--- config.mk ---
export PLATFORM = sky130hd
export DESIGN_NAME = fix_field_extractor_flat
export DESIGN_NICKNAME = d
export VERILOG_FILES = /design/src/hw/store_pkg.sv /design/src/hw/fix_pkg.sv /design/src/hw/store_wr_if.sv /design/src/hw/fix_field_extractor.sv /design/src/flat_wrapper.sv
export SDC_FILE = /design/constraint.sdc
export NUM_CORES = 1
export LEC_CHECK = 0
export BUFFER_PORTS_ARGS = -buffer_cell sky130_fd_sc_hd__buf_2
export CORE_MARGIN = 2
export CORE_UTILIZATION = 45
export CTS_CLUSTER_SIZE = 20
export DETAILED_ROUTE_END_ITERATION = 12
export HOLD_SLACK_MARGIN = 0.03
export PLACE_DENSITY = 0.62
export RECOVER_POWER = 25
export SLEW_MARGIN = 20
export SYNTH_ARGS = -nofsm -noshare
export SYNTH_HDL_FRONTEND = slang
export SYNTH_SLANG_ARGS = --single-unit
--- constraint.sdc ---
create_clock -name clk -period 28.5 [get_ports clk]
set_input_delay 2.85 -clock clk [delete_from_list [all_inputs] [get_ports clk]]
set_output_delay 2.85 -clock clk [all_outputs]
set_load 0.05 [all_outputs]
--- src/hw/store_pkg.sv ---
/*
 * field store definitions
 * record layout shared by the extractor, tracker, arbiter and memory,
 * plus the store depth and address width
 */
package store_pkg;

	localparam int unsigned TAG_BITS    = 32;
	localparam int unsigned VALUE_BITS  = 256;
	localparam int unsigned STORE_DEPTH = 64;
	localparam int unsigned ADDR_BITS   = $clog2(STORE_DEPTH);

	typedef logic [ADDR_BITS-1:0] addr_t;

	typedef enum logic {
		REC_FIELD   = 1'b0,
		REC_SUMMARY = 1'b1
	} rec_kind_t;

	// summary records carry the field count in value[7:0]
	typedef struct packed {
		rec_kind_t               kind;
		logic                    som;
		logic [TAG_BITS-1:0]     tag;
		logic [VALUE_BITS-1:0]   value;
	} record_t;

endpackage

--- src/hw/fix_pkg.sv ---
/*
 * FIX protocol definitions
 * character, tag and value types, ASCII delimiters and the
 * two tags the parser reacts to
 */
package fix_pkg;

	import store_pkg::*;

	typedef logic [7:0] byte_t;

	// tags and values are right-aligned, newest character in the low byte
	typedef logic [TAG_BITS-1:0]   tag_t;
	typedef logic [VALUE_BITS-1:0] value_t;

	typedef logic [7:0] count_t;

	localparam byte_t CHAR_SOH = 8'h01;
	localparam byte_t CHAR_EQ  = 8'h3d;

	// "8" begins a message
	localparam tag_t TAG_BEGIN    = 32'h0000_0038;
	// "10" closes it
	localparam tag_t TAG_CHECKSUM = 32'h0000_3130;

endpackage

--- src/hw/store_wr_if.sv ---
/*
 * store write request
 * one writer presents a record with req and holds it until the
 * arbiter answers with gnt; the gnt cycle is the transfer
 */
`timescale 1ns/100ps

interface store_wr_if import store_pkg::*; ();

	logic    req;
	logic    gnt;
	record_t rec;

	modport writer (
		output req,
		output rec,
		input  gnt
	);

	modport arbiter (
		input  req,
		input  rec,
		output gnt
	);

endinterface

--- src/hw/fix_field_extractor.sv ---
/*
 * FIX field extractor
 * shifts tag and value characters into right-aligned registers,
 * flags the begin-string and checksum tags and queues one field
 * record per finished field for the store
 */
`timescale 1ns/100ps

module fix_field_extractor import fix_pkg::*, store_pkg::*; (
	input  logic             clk,
	input  logic             rst,
	input  byte_t            data_i,
	input  logic             tag_byte_i,
	input  logic             value_byte_i,
	input  logic             tag_end_i,
	input  logic             value_end_i,
	output logic             field_done_o,
	output logic             is_begin_o,
	output logic             is_checksum_o,
	store_wr_if.writer       wr
);

	tag_t    tag_q;
	value_t  value_q;
	logic    tag_closed;
	logic    is_begin;
	logic    is_checksum;
	record_t new_rec;

	// two-entry queue with slot 0 as the head on the bus
	record_t slot0;
	record_t slot1;
	logic    valid0;
	logic    valid1;
	logic    pop;

	assign is_begin    = (tag_q == TAG_BEGIN);
	assign is_checksum = (tag_q == TAG_CHECKSUM);

	// oldest character falls off the top when a field is too long
	always_ff @(posedge clk) begin
		if (rst) begin
			tag_q      <= '0;
			value_q    <= '0;
			tag_closed <= 1'b0;
		end else if (value_end_i) begin
			tag_q      <= '0;
			value_q    <= '0;
			tag_closed <= 1'b0;
		end else begin
			if (tag_byte_i && !tag_closed)
				tag_q <= {tag_q[$bits(tag_t)-9:0], data_i};
			if (tag_end_i)
				tag_closed <= 1'b1;
			if (value_byte_i)
				value_q <= {value_q[$bits(value_t)-9:0], data_i};
		end
	end

	always_comb begin
		new_rec.kind  = REC_FIELD;
		new_rec.som   = is_begin;
		new_rec.tag   = tag_q;
		new_rec.value = value_q;
	end

	always_ff @(posedge clk) begin
		if (rst) begin
			field_done_o  <= 1'b0;
			is_begin_o    <= 1'b0;
			is_checksum_o <= 1'b0;
		end else begin
			field_done_o  <= value_end_i;
			is_begin_o    <= value_end_i && is_begin;
			is_checksum_o <= value_end_i && is_checksum;
		end
	end

	assign pop = valid0 && wr.gnt;

	always_ff @(posedge clk) begin
		if (rst) begin
			valid0 <= 1'b0;
			valid1 <= 1'b0;
		end else if (pop && value_end_i) begin
			valid0 <= 1'b1;
		end else if (pop) begin
			valid0 <= valid1;
			valid1 <= 1'b0;
		end else if (value_end_i) begin
			if (!valid0)
				valid0 <= 1'b1;
			else
				valid1 <= 1'b1;
		end
	end

	// payload is qualified by the valid flags
	always_ff @(posedge clk) begin
		if (pop) begin
			slot0 <= valid1 ? slot1 : new_rec;
			if (valid1 && value_end_i)
				slot1 <= new_rec;
		end else if (value_end_i) begin
			if (!valid0)
				slot0 <= new_rec;
			else if (!valid1)
				slot1 <= new_rec;
		end
	end

	assign wr.req = valid0;
	assign wr.rec = slot0;

	a_hold_rec: assert property (@(posedge clk) disable iff (rst)
		wr.req && !wr.gnt |=> wr.req && $stable(wr.rec));

endmodule

--- src/flat_wrapper.sv ---
// flat-port wrapper written by rule: the top's interface ports become plain ports
module fix_field_extractor_flat import fix_pkg::*, store_pkg::*;
  (clk, rst, data_i, tag_byte_i, value_byte_i, tag_end_i, value_end_i, field_done_o, is_begin_o, is_checksum_o, wr_req, wr_rec, wr_gnt);
  store_wr_if wr_i ();
  input  logic clk;
  input  logic rst;
  input  byte_t data_i;
  input  logic tag_byte_i;
  input  logic value_byte_i;
  input  logic tag_end_i;
  input  logic value_end_i;
  output logic field_done_o;
  output logic is_begin_o;
  output logic is_checksum_o;
  output wire logic [$bits(wr_i.req)-1:0] wr_req;
  output wire logic [$bits(wr_i.rec)-1:0] wr_rec;
  input wire logic [$bits(wr_i.gnt)-1:0] wr_gnt;
  assign wr_req = wr_i.req;
  assign wr_rec = wr_i.rec;
  assign wr_i.gnt = wr_gnt;
  fix_field_extractor u_core (.clk(clk), .rst(rst), .data_i(data_i), .tag_byte_i(tag_byte_i), .value_byte_i(value_byte_i), .tag_end_i(tag_end_i), .value_end_i(value_end_i), .field_done_o(field_done_o), .is_begin_o(is_begin_o), .is_checksum_o(is_checksum_o), .wr(wr_i));
endmodule
==> run_results.csv, run 1 <==
group,metric,value,unit
run_status,outcome,"finished, violations left",
run_status,violations,"max-capacitance violations, max-slew violations",
cells_and_area,fin_util,0.520,
routing,firstDrtPassIters,5,
yosys,post_synth_num_cell_types,31,
timing,drv_slew,560,
cells_and_area,finalNonFillerCells,3650,
grt,first_global_vias,18900,
power,clockPowerShare,0.432,
job,drv_cap,8,
grt,grt_first_pass_wirelength,115000,um
critical_path,cp_max_fo,163,
yosys,yosysMostFrequentCell,"edfxtp_1",
routing,first_iter_violations,1118,
critical_path,critPathTopFamily,"buffers and inverters",
yosys,yosys-top-cells-area,"edfxtp_1 (48%), dfxtp_1 (16%), mux2_4 (12%), mux2i_1 (7.1%), mux2_2 (4.8%)",
clock_network,cts_max_level,3,
floorplan,rows,103,
timing,fin_setup_tns,0,ns
yosys,syn_inst,2231,
yosys,synth_edf_count,580,
critical_path,crit_slowest_cell,"clkbuf_1",
placement,hpwl,43600,um
power,p_sw,0.684,mW
clock_network,clk_latency,0.64,ns
yosys,yosys_warnings,0,
power,pwr-share-comb,0.076,
yosys,synth_top_area_share,0.484,
placement,place_inst,3478,
routing,wl,74700,um
yosys,synth_area,36000,um^2
critical_path,critPathLaunchType,"input pin",
power,peakVddDrop,0.0000469,V
floorplan,die_w,287,um
critical_path,timing.critical_path.mode_cell,"clkbuf_1",
timing,skew,0.0188,ns
critical_path,worst_setup_path_end_kind,"flip-flop",
clock_network,clockBufferDepth,3,
timing,setup_violations,0,
clock_network,cts_buffers,92,
worst_hold_path,hp-class,"flip-flop to flip-flop",
power,p_leak,16.2,nW
timing,holdWs,0.493,ns
clock_network,clkTransAtPathRegs,0.06,ns
grt,grt_antenna_before_repair,1,
floorplan,fp.dieArea,82300,um^2
critical_path,required,28.75,ns
clock_network,cts_setup_buffers,0,
power,p_int,2.18,mW
yosys,async_flop_share,0,
critical_path,critPathArrivalTime,12.41,ns
yosys,seq_area_frac_synth,0.647,
timing,worst_slew_pin_slew,10.40,ns
cells_and_area,drive_gt1_frac,0.332,
clock_network,postCtsHoldBufs,0,
floorplan,die_h,287,um
critical_path,critPathMaxStageDelay,7.15,ns
timing,fmax,82.2,MHz
cells_and_area,area_growth_syn_to_layout,14.3,%
routing,drcViolationCount,0,
timing,finalCritPeriodShare,0.427,
critical_path,critPathKind,"input pin to flip-flop",
yosys,avgSynthCellArea,16.1,um^2
yosys,synth-seq-cells,874,
clock_network,cts_resized,0,
floorplan,start_util,0.455,
power,switching_share,0.239,
routing,vias,18800,
yosys,synthTopCellsByCount,"edfxtp_1 (580), dfxtp_1 (294), mux2_4 (287)",
critical_path,r2r_slack,18.27,ns
critical_path,reg2reg_depth,4,
critical_path,crit_buf_inv,4,
worst_hold_path,hold_path_depth,2,
timing,finalHoldViolations,0,
critical_path,r2r-end,"u_core.slot1[117]",
yosys,synth_nets,2246,
placement,globalplace.congestion,0.741,
floorplan,core,79100,um^2
floorplan,ioPinCount,309,
timing,slew_headroom,-5.93,
power,powerDensity,69.6,nW/um^2
worst_hold_path,hold_end,"u_core.tag_q[29]",
critical_path,crit_chain,"clkbuf_1 -> inv_1 -> o21ai_0 -> nor2_4 -> clkbuf_1 -> buf_4",
power,seq_power_share,0.492,
placement,portBuffers,308,
yosys,synth.largest_area_cell,"edfxtp_1",
timing,period_minus_slack,12.16,ns
grt,track_usage,0.178,
routing,wire_per_inst,20.5,um
routing,vias_per_cell,5.16,
grt,overflow,0,
grt,grt_max_degree,164,
routing,final_antenna_net_count,0,
clock_network,clockRootBuffer,"clkbuf_16",
critical_path,cp.depth,6,
critical_path,regToRegStartpoint,"u_core.wr.req",
timing,rsz0062_at_grt,"no",
yosys,ys.flop_type,"edfxtp_1",
worst_hold_path,hp-start,"u_core.tag_q[29]",
clock_network,cts_tree,"built",
clock_network,cts.sinks,874,
cells_and_area,layout.nets,2537,
-- sequential cells by signal, summed over array words and instances (netlist names) --
signal / count
u_core.is_begin_o: 1
u_core.wr.rec: 290
u_core.tag_q: 32
u_core.is_checksum_o: 1
u_core.wr.req: 1
u_core.valid1: 1
u_core.field_done_o: 1
u_core.slot1: 290
u_core.value_q: 256
u_core.tag_closed: 1
-- routing by layer --
layer	GRT usage	wire length, um	up-vias
met4	0.0484	1440	0
met3	0.0381	3770	96
met2	0.283	35100	348
met1	0.248	34400	9557
li1	-	-	8816
met5	0	0	-
-- power groups by stage --
stage          Sequential [mW]  Combinational [mW]  Clock [mW]
3_5_place_dp              1.43               0.221           0
2_1_floorplan             1.55              0.0740           0
3_3_place_gp              1.43               0.219           0
6_report                  1.41               0.216        1.24
5_1_grt                   1.41               0.226        1.32
4_1_cts                   1.41               0.221        1.27
-- cell type report --
| cell class | count | area (um^2) |
|---|---|---|
| Clock inverter | 45 | 576 |
| Inverter | 2 | 7.51 |
| Fill cell | 6596 | 38000 |
| Antenna cell | 1 | 2.50 |
| Clock buffer | 126 | 2570 |
| Multi-Input combinational cell | 1222 | 11700 |
| Sequential cell | 874 | 23300 |
| Timing Repair Buffer | 330 | 1710 |
| Tap cell | 1050 | 1310 |
-- layout by cell type (no fill, tap or decap), types with 2 or more instances in the layout --
| cell type | count |
|---|---|
| buf_2 | 292 |
| bufinv_16 | 11 |
| mux2_2 | 151 |
| clkinv_2 | 10 |
| nand2_1 | 68 |
| o21ai_0 | 3 |
| edfxtp_1 | 580 |
| o31ai_1 | 2 |
| nor2b_1 | 2 |
| clkinv_1 | 13 |
| buf_12 | 3 |
| and2_1 | 2 |
| mux2i_1 | 256 |
| nor4_1 | 6 |
| a21oi_1 | 34 |
| dfxtp_1 | 294 |
| buf_4 | 12 |
| clkinv_8 | 3 |
| clkbuf_1 | 44 |
| nor3_1 | 2 |
| clkinvlp_4 | 4 |
| mux2_4 | 264 |
| clkbuf_16 | 94 |
| mux2_1 | 161 |
| inv_1 | 2 |
| nand4_1 | 3 |
| clkbuf_8 | 10 |
| nor2_1 | 258 |
-- how the worst max path moves through the flow --
stage                      startpoint           endpoint  slack (ns)
after floorplan           value_end_i   u_core.wr.rec[0]        4.08
after global placement         wr_gnt   u_core.wr.rec[0]       22.33
after detailed placement       wr_gnt   u_core.wr.rec[0]       22.26
after CTS                      wr_gnt   u_core.wr.rec[0]       22.95
after global routing           wr_gnt  u_core.slot1[117]       15.61
final                          wr_gnt  u_core.slot1[117]       16.34
-- per-stage QoR --
| step | instance area (um^2) | setup WS (ns) | total power, mW |
|---|---|---|---|
| after floorplan | 36000 | 4.08 | 1.63 |
| final | 41100 | 16.34 | 2.86 |
| after CTS | 41300 | 22.95 | 2.90 |
| after global placement | 38100 | 22.33 | 1.65 |
| after detailed placement | 38200 | 22.26 | 1.65 |
| after global routing | 41100 | 15.61 | 2.96 |
-- logic make-up after synthesis --
group           after synthesis  share of synthesized area
simple gates                350                     0.0384
compound gates               40                    0.00577
flops                       874                      0.647
mux                         832                      0.281
buf+inv                     135                     0.0270
-- tightest hold or removal path, stage by stage, from the launching register on --
cell and delay [ns]:
dfxtp_1 0.33, nand2_1 0.06, a21oi_1 0.06
No activity file was read; power rests on OpenSTA's default activity.
==> inputs of run 2 (changes only) <==
- clock period: 28.5 -> 11.4 ns (I/O delays scaled with it)
==> run 2 against run 1 <==
Hold slack improved by 0.0031 ns. Largest cell class unchanged. Sequential power increased by 150%. Global-route usage is 0.17 points lower. Register-to-register slack got worse by 13 ns. Clock-buffer cell count fell by 1. Combinational power increased by 150%. Setup slack worse by 12 ns. Total power increased by 150%. Clock skew down 0.0082 ns. The flow still finishes with violations (max-capacitance violations, max-slew violations).
==> run_results.csv, run 2 (same netlist as run 1, synthesis figures left out) <==
group,metric,value,unit
grt,first_global_vias,18500,
grt,grt_max_degree,161,
job,drv_cap,6,
floorplan,fp.dieArea,82300,um^2
timing,fin_setup_tns,0,ns
clock_network,clk_latency,0.63,ns
cells_and_area,fin_util,0.516,
timing,fmax,140,MHz
timing,holdWs,0.496,ns
critical_path,required,11.89,ns
worst_hold_path,hp-class,"flip-flop to flip-flop",
clock_network,postCtsHoldBufs,0,
routing,first_iter_violations,959,
routing,vias_per_cell,5.09,
clock_network,cts_buffers,92,
critical_path,crit_chain,"clkbuf_1 -> buf_4 -> mux2i_1 -> nor2_1",
timing,worst_slew_pin_slew,6.87,ns
critical_path,regToRegStartpoint,"u_core.valid1",
cells_and_area,drive_gt1_frac,0.268,
grt,grt_first_pass_wirelength,114000,um
worst_hold_path,hold_path_depth,2,
cells_and_area,final_cell_mix,"edfxtp_1 (580), dfxtp_1 (294), nor2_1 (259)",
clock_network,clockRootBuffer,"clkbuf_16",
critical_path,critPathKind,"input pin to flip-flop",
routing,firstDrtPassIters,4,
critical_path,critPathArrivalTime,7.64,ns
critical_path,worst_setup_path_end_kind,"flip-flop",
floorplan,die_h,287,um
clock_network,cts_resized,0,
floorplan,rows,103,
timing,finalCritPeriodShare,0.628,
worst_hold_path,hp-start,"u_core.valid1",
power,p_leak,15.7,nW
timing,finalHoldViolations,0,
timing,slew_headroom,-3.58,
critical_path,critPathMaxStageDelay,4.70,ns
floorplan,die_w,287,um
routing,wire_per_inst,20.4,um
timing,timing.final.ws_setup,4.24,ns
power,powerDensity,174,nW/um^2
cells_and_area,n_antenna_cell,0,
clock_network,cts_setup_buffers,0,
clock_network,cts_tree,"built",
routing,final_antenna_net_count,0,
timing,period_minus_slack,7.16,ns
cells_and_area,area_growth_syn_to_layout,13.5,%
critical_path,critPathLaunchType,"input pin",
critical_path,crit_slowest_cell,"clkbuf_1",
cells_and_area,fillerInstances,6716,
placement,portBuffers,308,
routing,vias,18600,
timing,skew,0.0106,ns
critical_path,cp_max_fo,86,
critical_path,reg2reg_depth,4,
placement,preCtsSetupSlack,7.06,ns
critical_path,r2r_slack,5.59,ns
timing,rsz0062_at_grt,"no",
critical_path,critPathTopFamily,"buffers and inverters",
routing,drcViolationCount,0,
run_status,outcome,"finished, violations left",
cells_and_area,final_common_cell,"edfxtp_1",
power,peakVddDrop,0.000127,V
critical_path,crit_buf_inv,2,
power,power.total,7.10,mW
placement,globalplace.congestion,0.735,
clock_network,cts.sinks,874,
clock_network,clockBufferDepth,3,
critical_path,r2r-end,"u_core.slot1[166]",
clock_network,clkTransAtPathRegs,0.06,ns
clock_network,cts_max_level,3,
grt,track_usage,0.177,
placement,hpwl,44200,um
routing,wl,74500,um
worst_hold_path,hold_end,"u_core.valid1",
floorplan,core,79100,um^2
floorplan,start_util,0.455,
timing,setup_violations,0,
floorplan,ioPinCount,309,
timing,drv_slew,289,
cells_and_area,layout.nets,2537,
grt,overflow,0,
run_status,violations,"max-capacitance violations, max-slew violations",
grt,grt_antenna_before_repair,1,
run 2: worst max-delay path by stage:
| stage | start | endpoint | slack (ns) | depth (start not counted) |
|---|---|---|---|---|
| floorplan | wr_gnt | u_core.slot1[0] | 2.05 | 3 |
| global placement | wr_gnt | u_core.slot1[165] | 7.13 | 5 |
| detailed placement | wr_gnt | u_core.slot1[166] | 7.06 | 5 |
| CTS | wr_gnt | u_core.slot1[166] | 7.77 | 5 |
| global route | value_byte_i | u_core.value_q[31] | 3.92 | 4 |
| finish | value_byte_i | u_core.value_q[30] | 4.24 | 4 |
run 2: per-layer routing:
| layer | share of wire | track usage | vias up | routed length, um |
|---|---|---|---|---|
| li1 | - | - | 8816 | - |
| met1 | 0.46 | 0.244 | 9344 | 34300 |
| met2 | 0.47 | 0.280 | 345 | 34700 |
| met3 | 0.051 | 0.0366 | 91 | 3770 |
| met4 | 0.022 | 0.0544 | 0 | 1620 |
| met5 | 0 | 0 | - | 0 |
run 2: layout make-up:
type                    instances  area (um^2)  share of cell area
flip-flops and latches        874        23300               0.571
multi-input cells            1222        11600               0.284
clock buffers                 125         2630              0.0643
repair buffers                330         1510              0.0369
well taps                    1050         1310              0.0322
clock inverters                47          477              0.0117
inverters                       2         7.51            0.000184
run 2: worst reg2reg max path, delay by kind of cell (launching register included):
kind / cells / cell delay [ns]
AOI/OAI and AO/OA: 1 / 2.94
buffers and inverters: 2 / 1.74
muxes: 1 / 0.49
DFF: 1 / 0.38
run 2: report_power, final:
| group | internal, mW | total [mW] | switching [mW] |
|---|---|---|---|
| Combinational | 0.119 | 0.530 | 0.411 |
| Sequential | 3.48 | 3.52 | 0.0440 |
| Clock | 1.80 | 3.04 | 1.24 |
| Total | 5.40 | 7.10 | 1.70 |
run 2: metrics by stage:
stage               instances  instance area, um^2
finish                   3650                40800
global route             3650                40800
CTS                      3650                41300
detailed placement       3478                38100
global placement         3478                38100
floorplan                2231                36000
==> inputs of run 3 (changes only) <==
- PLACE_DENSITY: 0.62 -> 0.64
- clock period: 11.4 -> 6 ns (I/O delays scaled with it)
==> run 3 against run 2 <==
The flow still finishes with violations (max-capacitance violations, max-slew violations). Combinational power is 88% higher. Clock-buffer cell count rose by 14. Core utilization increased by 0.22 points. Setup slack lost 2.3 ns. Largest cell class unchanged. Largest power group unchanged.
==> run_results.csv, run 3 (same netlist as run 1, synthesis figures left out) <==
group,metric,value,unit
run_status,outcome,"finished, violations left",
run_status,violations,"max-capacitance violations, max-slew violations",
cells_and_area,final_common_cell,"edfxtp_1",
critical_path,crit_slowest_cell,"or2_0",
floorplan,start_util,0.455,
clock_network,clockBufferDepth,3,
routing,wl,74400,um
timing,rsz0062_at_grt,"no",
cells_and_area,drive_gt1_frac,0.279,
timing,worst_slew_pin_slew,3.31,ns
clock_network,clockRootBuffer,"clkbuf_16",
timing,slew_headroom,-1.20,
clock_network,cts_buffers,92,
critical_path,critPathMaxStageDelay,2.01,ns
timing,finalHoldViolations,0,
critical_path,critPathTopFamily,"simple AND/OR/NAND/NOR gates",
job,drv_cap,5,
clock_network,postCtsHoldBufs,0,
cells_and_area,fillerInstances,6671,
clock_network,cts_resized,0,
routing,vias_per_cell,5.12,
floorplan,die_w,287,um
worst_hold_path,hold_path_depth,2,
clock_network,clk_latency,0.64,ns
floorplan,core,79100,um^2
power,p_leak,15.8,nW
cells_and_area,multi_input_area,11700,um^2
routing,drcViolationCount,0,
grt,track_usage,0.177,
routing,firstDrtPassIters,5,
power,powerDensity,328,nW/um^2
critical_path,crit_chain,"clkbuf_1 -> or2_0 -> clkbuf_2 -> nor2_1",
grt,grt_first_pass_wirelength,114000,um
timing,drv_slew,245,
clock_network,clkTransAtPathRegs,0.06,ns
floorplan,fp.dieArea,82300,um^2
routing,wire_per_inst,20.4,um
routing,final_antenna_net_count,0,
cells_and_area,final_cell_mix,"edfxtp_1 (580), dfxtp_1 (294), mux2_4 (268)",
grt,grt_antenna_before_repair,0,
placement,globalplace.congestion,0.746,
floorplan,rows,103,
cells_and_area,layout.nets,2536,
timing,fmax,249,MHz
clock_network,cts_setup_buffers,0,
worst_hold_path,hp-start,"rst",
timing,skew,0.0228,ns
floorplan,ioPinCount,309,
critical_path,cp_max_fo,70,
cells_and_area,ff_latch_area,23300,um^2
critical_path,reg2reg_depth,4,
routing,first_iter_violations,1111,
power,peakVddDrop,0.000257,V
critical_path,required,6.44,ns
grt,overflow,0,
timing,setup_violations,0,
critical_path,r2r_slack,2.58,ns
grt,grt_max_degree,185,
worst_hold_path,hp-class,"input pin to flip-flop",
critical_path,critPathArrivalTime,4.45,ns
clock_network,cts_tree,"built",
placement,portBuffers,308,
floorplan,die_h,287,um
placement,hpwl,43600,um
critical_path,critPathLaunchType,"input pin",
routing,vias,18700,
critical_path,critPathKind,"input pin to flip-flop",
grt,first_global_vias,18800,
critical_path,crit_buf_inv,2,
timing,fin_setup_tns,0,ns
timing,period_minus_slack,4.01,ns
cells_and_area,n_antenna_cell,0,
critical_path,r2r-end,"u_core.slot1[247]",
critical_path,regToRegStartpoint,"u_core.wr.req",
clock_network,cts_max_level,3,
clock_network,cts.sinks,874,
cells_and_area,fin_util,0.518,
worst_hold_path,hold_end,"u_core.wr.req",
timing,finalCritPeriodShare,0.668,
critical_path,worst_setup_path_end_kind,"flip-flop",
cells_and_area,area_growth_syn_to_layout,14.0,%
run 3: cell types whose count changed in the layout (fill, tap and decap cells not counted), moves of 2 or more:
cell	change
inv_6	-3
clkinv_2	-13
clkinv_1	+6
clkbuf_2	+2
buf_12	+7
clkbuf_1	-23
mux2_1	-12
clkinv_8	+3
inv_4	-2
mux2_4	+12
buf_4	-6
buf_2	+33
run 3: metrics by stage:
stage | worst slack [ns] | total power, mW | hold slack [ns] | cell area (um^2) | std cells
2_1_floorplan | 0.178 | 7.61 | 0.450 | 36000 | 2231
3_3_place_gp | 2.98 | 7.84 | 0.473 | 38200 | 3477
3_5_place_dp | 2.95 | 7.85 | 0.495 | 38200 | 3477
4_1_cts | 3.25 | 13.6 | 0.123 | 41300 | 3651
5_1_grt | 1.59 | 13.9 | 0.145 | 41000 | 3651
6_report | 1.99 | 13.5 | 0.156 | 41000 | 3651
run 3: worst max path at each step:
stage / start / endpoint / slack (ns) / depth (start not counted)
after global placement: wr_gnt / u_core.slot1[64] / 2.98 / 5
after floorplan: u_core.wr.req / u_core.slot1[0] / 0.18 / 2
after detailed placement: wr_gnt / u_core.slot1[64] / 2.95 / 5
after CTS: u_core.wr.req / u_core.wr.rec[162] / 3.25 / 4
after global routing: value_end_i / u_core.value_q[165] / 1.59 / 4
final: value_end_i / u_core.value_q[165] / 1.99 / 4
run 3: layout make-up:
type / count / share of cell area
clock buffers: 139 / 0.0656
clock inverters: 35 / 0.0102
inverters: 2 / 0.000183
multi-input cells: 1222 / 0.284
flip-flops and latches: 874 / 0.568
well taps: 1050 / 0.0320
repair buffers: 329 / 0.0397
run 3: power breakdown:
| part | switching, mW | internal, mW |
|---|---|---|
| clock | 2.34 | 3.41 |
| combinational | 0.774 | 0.225 |
| sequential | 0.0931 | 6.61 |
run 3: per-layer routing:
metal,global-route usage,up-vias,wire length [um]
met3,0.0343,103,3820
met4,0.0555,0,1660
met2,0.279,374,34700
met5,0,-,0
li1,-,8809,-
met1,0.247,9404,34300
